**config.mk**
```make
export PLATFORM = sky130hd
export DESIGN_NAME = store_ctrl_top
export DESIGN_NICKNAME = d
export VERILOG_FILES = /design/src/mcu_pkg.sv /design/src/store_ctrl_top.sv /design/src/st_stream_writer.sv /design/src/st_data_buffer.sv /design/src/st_lane_writer.sv /design/src/st_cfg_capture.sv
export SDC_FILE = /design/constraint.sdc
export NUM_CORES = 1
export LEC_CHECK = 0
export BUFFER_PORTS_ARGS = -buffer_cell sky130_fd_sc_hd__buf_2
export CORE_ASPECT_RATIO = 0.9
export CORE_MARGIN = 10
export CORE_UTILIZATION = 54
export DETAILED_ROUTE_END_ITERATION = 12
export MAX_ROUTING_LAYER = met4
export PLACE_DENSITY = 0.87
export SYNTH_ARGS = -nofsm -noshare
export SYNTH_HDL_FRONTEND = slang
export SYNTH_SLANG_ARGS = --single-unit
```
**constraint.sdc**
```tcl
create_clock -name clk -period 3.5 [get_ports clk]
set_input_delay 0.175 -clock clk [delete_from_list [all_inputs] [get_ports clk]]
set_output_delay 0.175 -clock clk [all_outputs]
set_load 0.005 [all_outputs]
```
**src/mcu_pkg.sv**
```systemverilog
// Shared widths, limits and types of the vector store unit
// Mode and state enums, EMUL rule for the configuration stage
package mcu_pkg;

  ////////////////////
  // Limits and widths
  ////////////////////

  // Largest vector the store buffer holds, a power of two
  localparam int MAX_VL = 16;
  localparam int DATA_W = 32;
  localparam int ADDR_W = 32;
  // Enough bits to count up to MAX_VL inclusive
  localparam int VL_W   = $clog2(MAX_VL + 1);
  localparam int PTR_W  = $clog2(MAX_VL);

  // Reserved encodings
  localparam logic [2:0] SEW_RSVD  = 3'd3;
  localparam logic [2:0] LMUL_RSVD = 3'd4;

  ////////////////////
  // Types
  ////////////////////

  // log2 of the element size in bytes
  typedef logic [2:0]        sew_t;
  // Signed log2 LMUL, 5..7 are the fractional settings
  typedef logic [2:0]        lmul_t;
  typedef logic [ADDR_W-1:0] addr_t;
  typedef logic [ADDR_W-1:0] stride_t;
  typedef logic [VL_W-1:0]   vl_t;
  typedef logic [DATA_W-1:0] data_t;
  // Bit 3 is the legal flag, bits 2:0 the EMUL code
  typedef logic [3:0]        emul_res_t;

  typedef enum logic {
    ST_UNIT,
    ST_STRIDED
  } st_mode_t;

  typedef enum logic [1:0] {
    CFG_IDLE,
    CFG_ERR,
    CFG_BUSY
  } cfg_state_t;

  typedef enum logic [1:0] {
    WR_IDLE,
    WR_START,
    WR_BEATS,
    WR_WAIT
  } wr_state_t;

  ////////////////////
  // EMUL rule
  ////////////////////

  // EMUL = LMUL + EEW - SEW in log2, legal only inside 1/8 .. 8
  function automatic emul_res_t emul_of(lmul_t lmul, sew_t sew, sew_t eew);
    int   sum;
    logic legal;
    sum   = int'($signed(lmul)) + int'(eew) - int'(sew);
    legal = (lmul != LMUL_RSVD) && (sew != SEW_RSVD) && (eew != SEW_RSVD) &&
            (sum >= -3) && (sum <= 3);
    // Low three bits of the sum give the lmul_t encoding back
    return {legal, 3'(sum)};
  endfunction

endpackage
```
**src/store_ctrl_top.sv**
```systemverilog
// Top level of the vector store control unit
// Configuration stage, lane writer, store buffer and stream sequencer
`timescale 1ns/1ps

module store_ctrl_top
  import mcu_pkg::*;
(
  input  logic     clk,
  input  logic     rstn,
  // Scheduler configuration
  input  sew_t     cfg_sew_i,
  input  sew_t     cfg_eew_i,
  input  lmul_t    cfg_lmul_i,
  input  st_mode_t cfg_mode_i,
  input  addr_t    cfg_base_i,
  input  stride_t  cfg_stride_i,
  input  vl_t      cfg_vl_i,
  input  logic     cfg_vld_i,
  output logic     cfg_rdy_o,
  output logic     cfg_err_o,
  output lmul_t    cfg_emul_o,
  // Vector lane
  input  data_t    lane_data_i,
  input  logic     lane_vld_i,
  output logic     lane_rdy_o,
  // Memory write side
  output logic     wr_start_o,
  output addr_t    wr_addr_o,
  output vl_t      wr_len_o,
  output data_t    wr_data_o,
  output logic     wr_tvalid_o,
  input  logic     wr_tready_i,
  output logic     wr_tlast_o,
  input  logic     wr_done_i,
  output logic     st_done_o
);

  logic     xfer_start;
  logic     xfer_done;
  st_mode_t mode;
  addr_t    base;
  stride_t  stride;
  vl_t      vl;
  logic     buf_wvld;
  logic     buf_wrdy;
  data_t    buf_wdata;
  logic     buf_rvld;
  logic     buf_rrdy;
  data_t    buf_rdata;

  ////////////////////
  // Input side
  ////////////////////

  st_cfg_capture i_st_cfg_capture (
    .clk          (clk),
    .rstn         (rstn),
    .cfg_sew_i    (cfg_sew_i),
    .cfg_eew_i    (cfg_eew_i),
    .cfg_lmul_i   (cfg_lmul_i),
    .cfg_mode_i   (cfg_mode_i),
    .cfg_base_i   (cfg_base_i),
    .cfg_stride_i (cfg_stride_i),
    .cfg_vl_i     (cfg_vl_i),
    .cfg_vld_i    (cfg_vld_i),
    .cfg_rdy_o    (cfg_rdy_o),
    .cfg_err_o    (cfg_err_o),
    .cfg_emul_o   (cfg_emul_o),
    .xfer_done_i  (xfer_done),
    .xfer_start_o (xfer_start),
    .mode_o       (mode),
    .base_o       (base),
    .stride_o     (stride),
    .vl_o         (vl)
  );

  ////////////////////
  // Lane to buffer
  ////////////////////

  st_lane_writer i_st_lane_writer (
    .clk          (clk),
    .rstn         (rstn),
    .xfer_start_i (xfer_start),
    .vl_i         (vl),
    .lane_data_i  (lane_data_i),
    .lane_vld_i   (lane_vld_i),
    .lane_rdy_o   (lane_rdy_o),
    .buf_wrdy_i   (buf_wrdy),
    .buf_wvld_o   (buf_wvld),
    .buf_wdata_o  (buf_wdata)
  );

  st_data_buffer i_st_data_buffer (
    .clk     (clk),
    .rstn    (rstn),
    .wvld_i  (buf_wvld),
    .wdata_i (buf_wdata),
    .wrdy_o  (buf_wrdy),
    .rrdy_i  (buf_rrdy),
    .rvld_o  (buf_rvld),
    .rdata_o (buf_rdata)
  );

  ////////////////////
  // Output side
  ////////////////////

  st_stream_writer i_st_stream_writer (
    .clk          (clk),
    .rstn         (rstn),
    .xfer_start_i (xfer_start),
    .mode_i       (mode),
    .base_i       (base),
    .stride_i     (stride),
    .vl_i         (vl),
    .buf_rvld_i   (buf_rvld),
    .buf_rdata_i  (buf_rdata),
    .buf_rrdy_o   (buf_rrdy),
    .wr_start_o   (wr_start_o),
    .wr_addr_o    (wr_addr_o),
    .wr_len_o     (wr_len_o),
    .wr_data_o    (wr_data_o),
    .wr_tvalid_o  (wr_tvalid_o),
    .wr_tready_i  (wr_tready_i),
    .wr_tlast_o   (wr_tlast_o),
    .wr_done_i    (wr_done_i),
    .xfer_done_o  (xfer_done),
    .st_done_o    (st_done_o)
  );

endmodule

```
**src/st_stream_writer.sv**
```systemverilog
// Write stream sequencer for unit-stride and strided stores
// Issues burst commands and drains the buffer head as stream beats
`timescale 1ns/1ps

module st_stream_writer
  import mcu_pkg::*;
(
  input  logic     clk,
  input  logic     rstn,
  // Transfer fields from the configuration stage
  input  logic     xfer_start_i,
  input  st_mode_t mode_i,
  input  addr_t    base_i,
  input  stride_t  stride_i,
  input  vl_t      vl_i,
  // Store buffer read port
  input  logic     buf_rvld_i,
  input  data_t    buf_rdata_i,
  output logic     buf_rrdy_o,
  // Memory write side
  output logic     wr_start_o,
  output addr_t    wr_addr_o,
  output vl_t      wr_len_o,
  output data_t    wr_data_o,
  output logic     wr_tvalid_o,
  input  logic     wr_tready_i,
  output logic     wr_tlast_o,
  input  logic     wr_done_i,
  // Completion
  output logic     xfer_done_o,
  output logic     st_done_o
);

  wr_state_t state_q;
  wr_state_t state_d;
  addr_t     addr_q;
  vl_t       len_q;
  vl_t       beats_q;
  vl_t       bursts_q;
  logic      done_q;
  logic      beat_hs;
  logic      last_beat;
  logic      last_burst;
  logic      final_done;

  assign beat_hs    = (state_q == WR_BEATS) && buf_rvld_i && wr_tready_i;
  assign last_beat  = (beats_q == vl_t'(1));
  assign last_burst = (bursts_q == vl_t'(1));
  assign final_done = (state_q == WR_WAIT) && wr_done_i && last_burst;

  ////////////////////
  // State machine
  ////////////////////

  always_comb begin
    state_d = state_q;
    case (state_q)
      WR_IDLE: begin
        if (xfer_start_i) begin
          state_d = WR_START;
        end
      end
      WR_START: begin
        state_d = WR_BEATS;
      end
      WR_BEATS: begin
        if (beat_hs && last_beat) begin
          state_d = WR_WAIT;
        end
      end
      WR_WAIT: begin
        if (wr_done_i) begin
          state_d = last_burst ? WR_IDLE : WR_START;
        end
      end
      default: begin
        state_d = WR_IDLE;
      end
    endcase
  end

  // Burst and beat counters
  always_ff @(posedge clk or negedge rstn) begin
    if (!rstn) begin
      state_q  <= WR_IDLE;
      beats_q  <= '0;
      bursts_q <= '0;
      done_q   <= 1'b0;
    end else begin
      state_q <= state_d;
      done_q  <= final_done;
      case (state_q)
        WR_IDLE: begin
          if (xfer_start_i) begin
            // Unit-stride is one long burst, strided is vl single beats
            bursts_q <= (mode_i == ST_UNIT) ? vl_t'(1) : vl_i;
          end
        end
        WR_START: begin
          beats_q <= len_q;
        end
        WR_BEATS: begin
          if (beat_hs) begin
            beats_q <= beats_q - vl_t'(1);
          end
        end
        WR_WAIT: begin
          if (wr_done_i) begin
            bursts_q <= bursts_q - vl_t'(1);
          end
        end
        default: begin
          beats_q <= beats_q;
        end
      endcase
    end
  end

  ////////////////////
  // Burst address
  ////////////////////

  always_ff @(posedge clk) begin
    if ((state_q == WR_IDLE) && xfer_start_i) begin
      addr_q <= base_i;
      len_q  <= (mode_i == ST_UNIT) ? vl_i : vl_t'(1);
    end else if ((state_q == WR_WAIT) && wr_done_i) begin
      // Next strided element sits one stride further on
      addr_q <= addr_q + stride_i;
    end
  end

  assign wr_start_o  = (state_q == WR_START);
  assign wr_addr_o   = addr_q;
  assign wr_len_o    = len_q;
  // Beats come straight from the buffer head
  assign wr_data_o   = buf_rdata_i;
  assign wr_tvalid_o = (state_q == WR_BEATS) && buf_rvld_i;
  assign wr_tlast_o  = (state_q == WR_BEATS) && last_beat;
  assign buf_rrdy_o  = (state_q == WR_BEATS) && wr_tready_i;
  assign xfer_done_o = done_q;
  assign st_done_o   = done_q;

endmodule

```
**src/st_data_buffer.sv**
```systemverilog
// Store buffer of MAX_VL elements, circular with occupancy count
// Head element is held in a register for the stream side
`timescale 1ns/1ps

module st_data_buffer
  import mcu_pkg::*;
(
  input  logic  clk,
  input  logic  rstn,
  // Write side
  input  logic  wvld_i,
  input  data_t wdata_i,
  output logic  wrdy_o,
  // Read side
  input  logic  rrdy_i,
  output logic  rvld_o,
  output data_t rdata_o
);

  data_t            mem [MAX_VL];
  logic [PTR_W-1:0] wr_ptr_q;
  logic [PTR_W-1:0] rd_ptr_q;
  logic [PTR_W-1:0] rd_ptr_nxt;
  vl_t              cnt_q;
  vl_t              cnt_d;
  logic             push;
  logic             pop;
  logic             rvld_q;
  data_t            head_q;

  assign push       = wvld_i && wrdy_o;
  assign pop        = rvld_o && rrdy_i;
  // Pointers wrap on their own since MAX_VL is a power of two
  assign rd_ptr_nxt = rd_ptr_q + PTR_W'(1);

  always_comb begin
    cnt_d = cnt_q;
    if (push && !pop) begin
      cnt_d = cnt_q + vl_t'(1);
    end else if (pop && !push) begin
      cnt_d = cnt_q - vl_t'(1);
    end
  end

  always_ff @(posedge clk or negedge rstn) begin
    if (!rstn) begin
      wr_ptr_q <= '0;
      rd_ptr_q <= '0;
      cnt_q    <= '0;
      rvld_q   <= 1'b0;
    end else begin
      if (push) begin
        wr_ptr_q <= wr_ptr_q + PTR_W'(1);
      end
      if (pop) begin
        rd_ptr_q <= rd_ptr_nxt;
      end
      cnt_q  <= cnt_d;
      rvld_q <= (cnt_d != '0);
    end
  end

  ////////////////////
  // Storage and head
  ////////////////////

  always_ff @(posedge clk) begin
    if (push) begin
      mem[wr_ptr_q] <= wdata_i;
    end
    // Head follows mem[rd_ptr], bypassing a write into an emptying buffer
    if (pop) begin
      head_q <= (cnt_q == vl_t'(1)) ? wdata_i : mem[rd_ptr_nxt];
    end else if (cnt_q == '0) begin
      head_q <= wdata_i;
    end
  end

  assign wrdy_o  = (cnt_q != vl_t'(MAX_VL));
  assign rvld_o  = rvld_q;
  assign rdata_o = head_q;

endmodule

```
**src/st_lane_writer.sv**
```systemverilog
// Lane side writer feeding the store buffer
// Counts the elements still owed by the vector lane
`timescale 1ns/1ps

module st_lane_writer
  import mcu_pkg::*;
(
  input  logic  clk,
  input  logic  rstn,
  // From the configuration stage
  input  logic  xfer_start_i,
  input  vl_t   vl_i,
  // Vector lane handshake
  input  data_t lane_data_i,
  input  logic  lane_vld_i,
  output logic  lane_rdy_o,
  // Store buffer write port
  input  logic  buf_wrdy_i,
  output logic  buf_wvld_o,
  output data_t buf_wdata_o
);

  vl_t  remain_q;
  logic active;
  logic lane_hs;

  ////////////////////
  // Element counter
  ////////////////////

  // Elements still to be taken from the lane for this store
  assign active  = (remain_q != '0);
  assign lane_hs = lane_vld_i && lane_rdy_o;

  always_ff @(posedge clk or negedge rstn) begin
    if (!rstn) begin
      remain_q <= '0;
    end else if (xfer_start_i) begin
      remain_q <= vl_i;
    end else if (lane_hs) begin
      remain_q <= remain_q - vl_t'(1);
    end
  end

  ////////////////////
  // Handshake path
  ////////////////////

  // Lane transfer and buffer write happen in the same cycle
  assign lane_rdy_o  = active && buf_wrdy_i;
  assign buf_wvld_o  = active && lane_vld_i;
  assign buf_wdata_o = lane_data_i;

endmodule

```
**src/st_cfg_capture.sv**
```systemverilog
// Store configuration stage with scheduler handshake
// Legality check, EMUL result and the registered transfer fields
`timescale 1ns/1ps

module st_cfg_capture
  import mcu_pkg::*;
(
  input  logic     clk,
  input  logic     rstn,
  // Scheduler side
  input  sew_t     cfg_sew_i,
  input  sew_t     cfg_eew_i,
  input  lmul_t    cfg_lmul_i,
  input  st_mode_t cfg_mode_i,
  input  addr_t    cfg_base_i,
  input  stride_t  cfg_stride_i,
  input  vl_t      cfg_vl_i,
  input  logic     cfg_vld_i,
  output logic     cfg_rdy_o,
  output logic     cfg_err_o,
  output lmul_t    cfg_emul_o,
  // Towards the lane writer and the stream sequencer
  input  logic     xfer_done_i,
  output logic     xfer_start_o,
  output st_mode_t mode_o,
  output addr_t    base_o,
  output stride_t  stride_o,
  output vl_t      vl_o
);

  cfg_state_t state_q;
  cfg_state_t state_d;
  emul_res_t  emul_res;
  logic       cfg_ok;
  logic       accept;
  logic       start_q;
  lmul_t      emul_q;
  st_mode_t   mode_q;
  addr_t      base_q;
  stride_t    stride_q;
  vl_t        vl_q;

  assign emul_res = emul_of(cfg_lmul_i, cfg_sew_i, cfg_eew_i);
  assign cfg_ok   = emul_res[3] && (cfg_vl_i != '0) && (cfg_vl_i <= vl_t'(MAX_VL));

  // Ready comes back already in the cycle the sequencer reports done
  assign cfg_rdy_o = (state_q == CFG_IDLE) || ((state_q == CFG_BUSY) && xfer_done_i);
  assign accept    = cfg_vld_i && cfg_rdy_o;

  ////////////////////
  // State machine
  ////////////////////

  always_comb begin
    state_d = state_q;
    if (accept) begin
      state_d = cfg_ok ? CFG_BUSY : CFG_ERR;
    end else begin
      case (state_q)
        CFG_ERR: begin
          state_d = CFG_IDLE;
        end
        CFG_BUSY: begin
          if (xfer_done_i) begin
            state_d = CFG_IDLE;
          end
        end
        default: begin
          state_d = state_q;
        end
      endcase
    end
  end

  always_ff @(posedge clk or negedge rstn) begin
    if (!rstn) begin
      state_q <= CFG_IDLE;
      start_q <= 1'b0;
    end else begin
      state_q <= state_d;
      start_q <= accept && cfg_ok;
    end
  end

  ////////////////////
  // Captured fields
  ////////////////////

  always_ff @(posedge clk) begin
    if (accept) begin
      emul_q   <= emul_res[2:0];
      mode_q   <= cfg_mode_i;
      base_q   <= cfg_base_i;
      stride_q <= cfg_stride_i;
      vl_q     <= cfg_vl_i;
    end
  end

  // Error is a one cycle pulse since CFG_ERR always returns to idle
  assign cfg_err_o    = (state_q == CFG_ERR);
  assign cfg_emul_o   = emul_q;
  assign xfer_start_o = start_q;
  assign mode_o       = mode_q;
  assign base_o       = base_q;
  assign stride_o     = stride_q;
  assign vl_o         = vl_q;

endmodule

```
==> results.tsv, run 1 <==
stage	metric	value	unit
pwr	power_frac_seq	0.528	
logic_synthesis	yosysTopAreaCellShare	0.6920	
setup_path	cp.depth	11	
hold_path	holdCritPathClass	input port to flop	
logic_synthesis	ys_ff_latch	689	
route	drc	0	
cells_and_area	stdcell_count	2579	
logic_synthesis	ys_warn_count	0	
cts	postCtsSetupBuffers	0	
place	port_buffers	195	
pwr	swShare	0.2406	
pwr	p_int	14.49	mW
grt	grt_pass1_wl	114.1	mm
setup_path	crit_start	i_st_stream_writer.wr_addr_o[0]$_DFFE_PP_	
timing	slew_headroom	0.2371	
cts	cts_root_buf	clkbuf_16	
floorplanning	initial_core_util	0.5469	
timing	hold_viol	0	
timing	period_share	0.9481	
pwr	ir_drop	0.0005193	V
logic_synthesis	ys_types	70	
grt	grt_pass1_vias	17433	
setup_path	crit_chain	ha_1, inv_1, fa_1, nand2b_1, a21oi_1, o21ai_1, o21ai_1, a31oi_1, a221oi_1, o21a_1, o31ai_1	
setup_path	cpMostUsedCell	o21ai_1	
floorplanning	row_count	79	
run	cap_violations	0	
logic_synthesis	yosys.area.top_type	edfxtp_1	
setup_path	path_buf_inv	1	
logic_synthesis	syn_avg_cell_area	19.01	µm²
pwr	p_leak	11.59	nW
floorplanning	core	51890	µm²
cells_and_area	drive_above_1_share	0.2954	
setup_path	setup.worst_path.start_class	flop	
logic_synthesis	synth_edf_count	654	
cts	cts_tree	built	
setup_path	crit_fanout	4	
cts	clk_latency	0.63	ns
place	dp.cells	2350	
pwr	p_clk_frac	0.378	
route	wl	76.90	mm
route	drtIter0Drc	2326	
logic_synthesis	syn_area	28380	µm²
setup_path	worstPathArrival	3.67	ns
cells_and_area	stdcell_area	33850	µm²
route	ant_nets	0	
cts	h-tree-depth	3	
cells_and_area	nFillCells	3153	
pwr	p_comb_frac	0.094	
setup_path	timing.rr.end	i_st_stream_writer.wr_addr_o[30]$_DFFE_PP_	
route	vias	16699	
logic_synthesis	ys_async_sr_fraction	0.05080	
floorplanning	ios	196	
timing	min_period	3.318	ns
setup_path	max_stage_delay	0.43	ns
timing	worst_pin_slew	1.140	ns
place	dp.final_hpwl	39.20	mm
setup_path	worst-setup-path-type	flop to flop	
setup_path	crit_slowest_cell	o21ai_1	
floorplanning	die_area	62140	µm²
pwr	powerDensity	563.8	nW/µm²
grt	antenna_found_initial	2	
cells_and_area	fin_nets	2018	
grt	grt.overflow.total	0	
setup_path	critPathRequiredTime	3.85	ns
grt	grt_max_degree	82	
timing	report.final.slew_viol_count	0	
setup_path	worstReg2RegStart	i_st_stream_writer.wr_addr_o[0]$_DFFE_PP_	
cts	cts_sinks	689	
logic_synthesis	netlist_top_cells_count	edfxtp_1, mux4_2, ha_1, nand2_1, nor2_1	
route	wl_per_cell	29.82	µm
cts	clk_pin_slew	0.07	ns
pwr	p_sw	4.593	mW
cells_and_area	area_growth	19.29	%
floorplanning	die_w	261.6	µm
route	dr.pass1.iters	8	
setup_path	crit_end	i_st_stream_writer.wr_addr_o[30]$_DFFE_PP_	
logic_synthesis	ys_seq_area_frac	0.7229	
logic_synthesis	post_synth_main_area_contributors	edfxtp_1, mux4_2, dfrtp_1, ha_1, mux2_2	
cts	clockBufferDepth	3	
setup_path	ff2ff_setup_slack	0.18	ns
floorplanning	die_h	237.5	µm
hold_path	worstHoldStart	cfg_sew_i[0]	
cts	cts_made_buffers	67	
timing	finalSetupViolations	0	
setup_path	cpLargestDelayFamily	compound AO/OA/AOI/OAI gates	
route	routed_via_density	6.475	
timing	rsz0062_at_grt	no	
logic_synthesis	syn-num-nets	1674	
logic_synthesis	syn_inst	1493	
run_status	status	completed	
timing	worst_clock_skew	0.04073	ns
logic_synthesis	synthFlopType	edfxtp_1	
setup_path	reg2regPathDepth	11	
logic_synthesis	synthMostInstantiatedCell	edfxtp_1	
grt	grt_usage	0.2565	
place	placed_area	30610	µm²
timing	max_freq	301.4	MHz
place	place.gp.congestion	0.8882	
setup_path	crit_path_end_kind	flop	
## worst min-delay path: cells and delay by family
family,cells,cell delay [ns]
adder cells (fa/ha/maj),1,0.15
buffers and inverters,2,0.17
## sequential cells by signal (all words and copies together) (netlist names), 32 cells and up
signal	flops
i_st_data_buffer.rdata_o	32
i_st_stream_writer.wr_addr_o	32
i_st_cfg_capture.base_o	32
i_st_data_buffer.mem	512
i_st_cfg_capture.stride_o	32
## kinds of logic after synthesis
group / share of synthesized area
flops: 0.7229
fa+ha+maj: 0.02901
xor+xnor: 0.01358
buf+inv: 0.01380
simple gates: 0.03876
compound gates: 0.04039
mux: 0.1416
## layout by cell type, fill, tap and decap left out, types with 6 or more instances in the layout
| cell | n |
|---|---|
| clkbuf_1 | 15 |
| nand2_1 | 61 |
| a31oi_1 | 6 |
| xnor2_1 | 17 |
| a21o_1 | 21 |
| clkinv_2 | 12 |
| xor2_1 | 25 |
| buf_4 | 8 |
| nor3_1 | 8 |
| inv_1 | 41 |
| clkbuf_16 | 68 |
| o21ai_0 | 28 |
| dfrtp_1 | 34 |
| ha_1 | 60 |
| nor2b_1 | 8 |
| nand3_1 | 21 |
| buf_12 | 24 |
| dlygate4sd3_1 | 106 |
| mux2_2 | 35 |
| and2_2 | 12 |
| a211oi_1 | 6 |
| clkinv_1 | 8 |
| nor2_1 | 57 |
| and3_1 | 8 |
| mux4_2 | 160 |
| buf_2 | 195 |
| nand2b_1 | 8 |
| a21oi_1 | 55 |
| edfxtp_1 | 654 |
## final cells by class
type / instances / area [µm²] / area share
Multi-Input combinational cell: 703 / 7561 / 0.2234
Inverter: 43 / 161.4 / 0.004768
Timing Repair Buffer: 333 / 2577 / 0.07614
Sequential cell: 689 / 20520 / 0.6061
Tap cell: 688 / 860.8 / 0.02543
Antenna cell: 2 / 5.005 / 0.0001478
Clock inverter: 34 / 355.3 / 0.01050
Clock buffer: 87 / 1813 / 0.05356
## worst min path at each step
stage                                                            to  slack [ns]  cells past startpoint
after floorplan             i_st_cfg_capture.state_q[0]$_DFFE_PN0P_       -0.12                      0
after global placement    i_st_stream_writer.beats_q[3]$_DFFE_PN0P_        0.30                      1
after detailed placement  i_st_stream_writer.beats_q[4]$_DFFE_PN0P_        0.32                      1
after CTS                  i_st_cfg_capture.cfg_emul_o[0]$_DFFE_PP_        0.04                      3
after global routing       i_st_cfg_capture.cfg_emul_o[0]$_DFFE_PP_        0.07                      3
final                      i_st_cfg_capture.cfg_emul_o[0]$_DFFE_PP_        0.08                      3
## routing by layer
layer	track usage	routed length, µm
met5	-	0
met4	0.1106	3460
met3	0.04735	7700
met2	0.4162	39280
met1	0.3132	26460
## power by group through the flow
stage | Clock [mW] | Sequential, mW | Combinational, mW
6_report | 7.22 | 10.1 | 1.79
5_1_grt | 7.57 | 10.1 | 1.90
4_1_cts | 7.25 | 10.1 | 1.76
3_5_place_dp | 0 | 10.2 | 1.63
3_3_place_gp | 0 | 10.1 | 1.55
2_1_floorplan | 0 | 10.1 | 0.824
## what timing repair did
item                                    4_1_cts  5_1_grt
endpoints found under the hold margin       620        0
endpoints found under the setup margin        0        1
hold buffers                                106        0
gates resized for setup                       0        1
## stage by stage
step           setup slack (ns)    util  setup TNS (ns)  hold slack [ns]  power (mW)
2_1_floorplan           0.01167       -               0          -0.1206       10.96
3_3_place_gp             0.1427  0.5899               0           0.2950       11.68
3_5_place_dp           -0.07509  0.5899        -0.07509           0.3190       11.84
4_1_cts                  0.3381  0.6522               0          0.03511       19.09
5_1_grt                 0.02853  0.6523               0          0.07360       19.59
6_report                 0.1816  0.6523               0          0.07940       19.09
No activity file was read; power rests on OpenSTA's default activity.
==> run 2, diff against run 1 <==
--- a/config.mk
+++ b/config.mk
@@ -5,13 +5,14 @@
 export SDC_FILE = /design/constraint.sdc
 export NUM_CORES = 1
 export LEC_CHECK = 0
+export ABC_AREA = 1
 export BUFFER_PORTS_ARGS = -buffer_cell sky130_fd_sc_hd__buf_2
 export CORE_ASPECT_RATIO = 0.9
 export CORE_MARGIN = 10
-export CORE_UTILIZATION = 54
+export CORE_UTILIZATION = 55
 export DETAILED_ROUTE_END_ITERATION = 12
 export MAX_ROUTING_LAYER = met4
-export PLACE_DENSITY = 0.87
+export PLACE_DENSITY = 0.88
 export SYNTH_ARGS = -nofsm -noshare
 export SYNTH_HDL_FRONTEND = slang
 export SYNTH_SLANG_ARGS = --single-unit
==> results.tsv, run 2 <==
stage	metric	value	unit
run_status	status	completed	
floorplanning	die_h	240.8	µm
cts	cts_tree	built	
floorplanning	die_area	63900	µm²
cts	cts_sinks	689	
cts	clk_pin_slew	0.06	ns
cells_and_area	layout_common_cells	edfxtp_1, nor2_1, nand2_1, o21ai_0, buf_2	
setup_path	critPathRequiredTime	3.97	ns
route	vias	21971	
cts	cts_resized	0	
route	ant_nets	0	
route	wl	79.30	mm
cts	postCtsSetupBuffers	0	
place	dp.cells	3345	
floorplanning	initial_core_util	0.5585	
cts	clockBufferDepth	3	
grt	antenna_found_initial	2	
place	place.gp.congestion	0.9467	
grt	grt.overflow.total	0	
logic_synthesis	ys_warn_count	0	
timing	slew_headroom	0.1915	
floorplanning	row_count	80	
setup_path	worstPathArrival	3.36	ns
route	dr.pass1.iters	8	
logic_synthesis	ys_seq_area_frac	0.6884	
cells_and_area	seqCellArea	20520	µm²
timing	rsz0062_at_grt	no	
setup_path	crit_fanout	68	
cells_and_area	drive_above_1_share	0.1307	
logic_synthesis	syn-num-nets	2716	
timing	hold_viol	0	
pwr	ir_drop	0.001123	V
logic_synthesis	netlist_top_cells_count	edfxtp_1, nor2_1, nand2_1	
cells_and_area	largest_register_ffs	512	
logic_synthesis	syn_inst	2535	
floorplanning	ios	196	
pwr	p_leak	12.82	nW
cts	h-tree-depth	3	
grt	grt_max_degree	225	
logic_synthesis	ys_types	41	
cts	cts_root_buf	clkbuf_16	
setup_path	crit_path_end_kind	flop	
cells_and_area	fin_nets	3005	
cells_and_area	multi_input_area	8133	µm²
cts	hold_buffers	105	
logic_synthesis	syn_area	29800	µm²
cells_and_area	layout_commonest_cell	edfxtp_1	
run	cap_violations	0	
cts	cts_made_buffers	69	
route	drc	0	
logic_synthesis	post_synth_main_area_contributors	edfxtp_1, o21ai_0, nor2_1, nand2_1, nand3_1	
cells_and_area	top_register	i_st_data_buffer.mem	
grt	grt_pass1_wl	121.1	mm
setup_path	worst-setup-path-type	flop to flop	
logic_synthesis	synthMostInstantiatedCell	edfxtp_1	
timing	worst_pin_slew	1.213	ns
logic_synthesis	ys_async_sr_fraction	0.05080	
cells_and_area	nFillCells	3501	
logic_synthesis	synth_edf_count	654	
pwr	powerDensity	808.2	nW/µm²
hold_path	holdCritPathClass	input port to flop	
setup_path	setup.worst_path.start_class	flop	
cells_and_area	stdcell_count	3576	
cells_and_area	area_growth	17.00	%
logic_synthesis	synthFlopType	edfxtp_1	
timing	max_freq	346.3	MHz
cells_and_area	post-route-util	0.6535	
grt	grt_usage	0.2501	
place	port_buffers	195	
logic_synthesis	yosysTopAreaCellShare	0.6591	
timing	worst_clock_skew	0.02541	ns
route	drtIter0Drc	3223	
timing	period_share	0.8251	
timing	min_period	2.888	ns
cts	clk_latency	0.61	ns
grt	grt_pass1_vias	21995	
logic_synthesis	syn_avg_cell_area	11.75	µm²
timing	finalSetupViolations	0	
timing	report.final.slew_viol_count	0	
floorplanning	die_w	265.4	µm
route	routed_via_density	6.144	
logic_synthesis	ys_ff_latch	689	
floorplanning	core	53350	µm²
logic_synthesis	yosys.area.top_type	edfxtp_1	
place	dp.final_hpwl	43.71	mm
route	wl_per_cell	22.18	µm
## run 2: critical path, stage by stage (launching register included)
cell	delay (ns)
dfrtp_4	0.66
ha_2	0.44
buf_4	0.63
o21ai_0	0.24
o221ai_1	0.32
nand3_1	0.17
nand3_1	0.12
o21ai_1	0.08
inv_1	0.07
## run 2: stage by stage
stage	setup TNS, ns	worst slack, ns	power (mW)	area [µm²]	hold WS, ns
final	0	0.6121	28.18	34860	0.03958
after global routing	0	0.4283	29.46	34860	0.03363
after CTS	0	0.6864	27.95	34860	0.005571
after detailed placement	0	0.2122	20.62	31630	0.3181
after global placement	0	0.3919	19.97	31630	0.2871
after floorplan	-7.055	-0.1035	17.44	29800	-0.1206
## run 2: power by group
group / switching (mW) / leakage (nW) / total, mW / internal, mW
Combinational: 7.14 / 5.44 / 10.3 / 3.15
Sequential: 0.483 / 6.33 / 10.7 / 10.2
Clock: 3.16 / 1.06 / 7.18 / 4.03
## run 2: area by class of cell
cell class / count / area share
flip-flops and latches: 689 / 0.5885
clock inverters: 36 / 0.01069
multi-input cells: 1537 / 0.2333
inverters: 192 / 0.02085
well taps: 697 / 0.02501
diodes: 2 / 0.0001436
clock buffers: 88 / 0.05186
repair buffers: 335 / 0.06962
## run 2: path summary, 6_finish.rpt
path	from	endpoint	slack (ns)	depth (start not counted)
worst min-delay path	cfg_sew_i[0]	i_st_cfg_capture.cfg_emul_o[0]$_DFFE_PP_	0.04	3
worst max register to register	i_st_data_buffer.rd_ptr_q[0]$_DFFE_PN0P_	i_st_data_buffer.rdata_o[10]$_DFFE_PP_	0.61	8
min in group asynchronous	rstn	i_st_stream_writer.beats_q[0]$_DFFE_PN0P_	0.21	2
worst min register to register	i_st_lane_writer.remain_q[0]$_DFFE_PN0P_	i_st_lane_writer.remain_q[0]$_DFFE_PN0P_	0.52	2
worst max-delay path	i_st_data_buffer.rd_ptr_q[0]$_DFFE_PN0P_	i_st_data_buffer.rdata_o[10]$_DFFE_PP_	0.61	8
max in group asynchronous	rstn	i_st_data_buffer.rd_ptr_q[0]$_DFFE_PN0P_	2.66	2
## run 2: layer usage
layer | up-vias | GRT usage | part of all wire
li1 | 9695 | - | -
met1 | 10467 | 0.3065 | 0.36
met2 | 1536 | 0.4049 | 0.49
met3 | 273 | 0.05149 | 0.11
met4 | 0 | 0.1002 | 0.038
met5 | - | - | 0
## run 2: logic make-up after synthesis
group	synth area share
AOI/OAI and AO/OA	0.1041
DFF	0.6884
and+or+nand+nor	0.1302
buffers and inverters	0.04346
adders and majority gates	0.02763
xor gates and xnor gates	0.006172
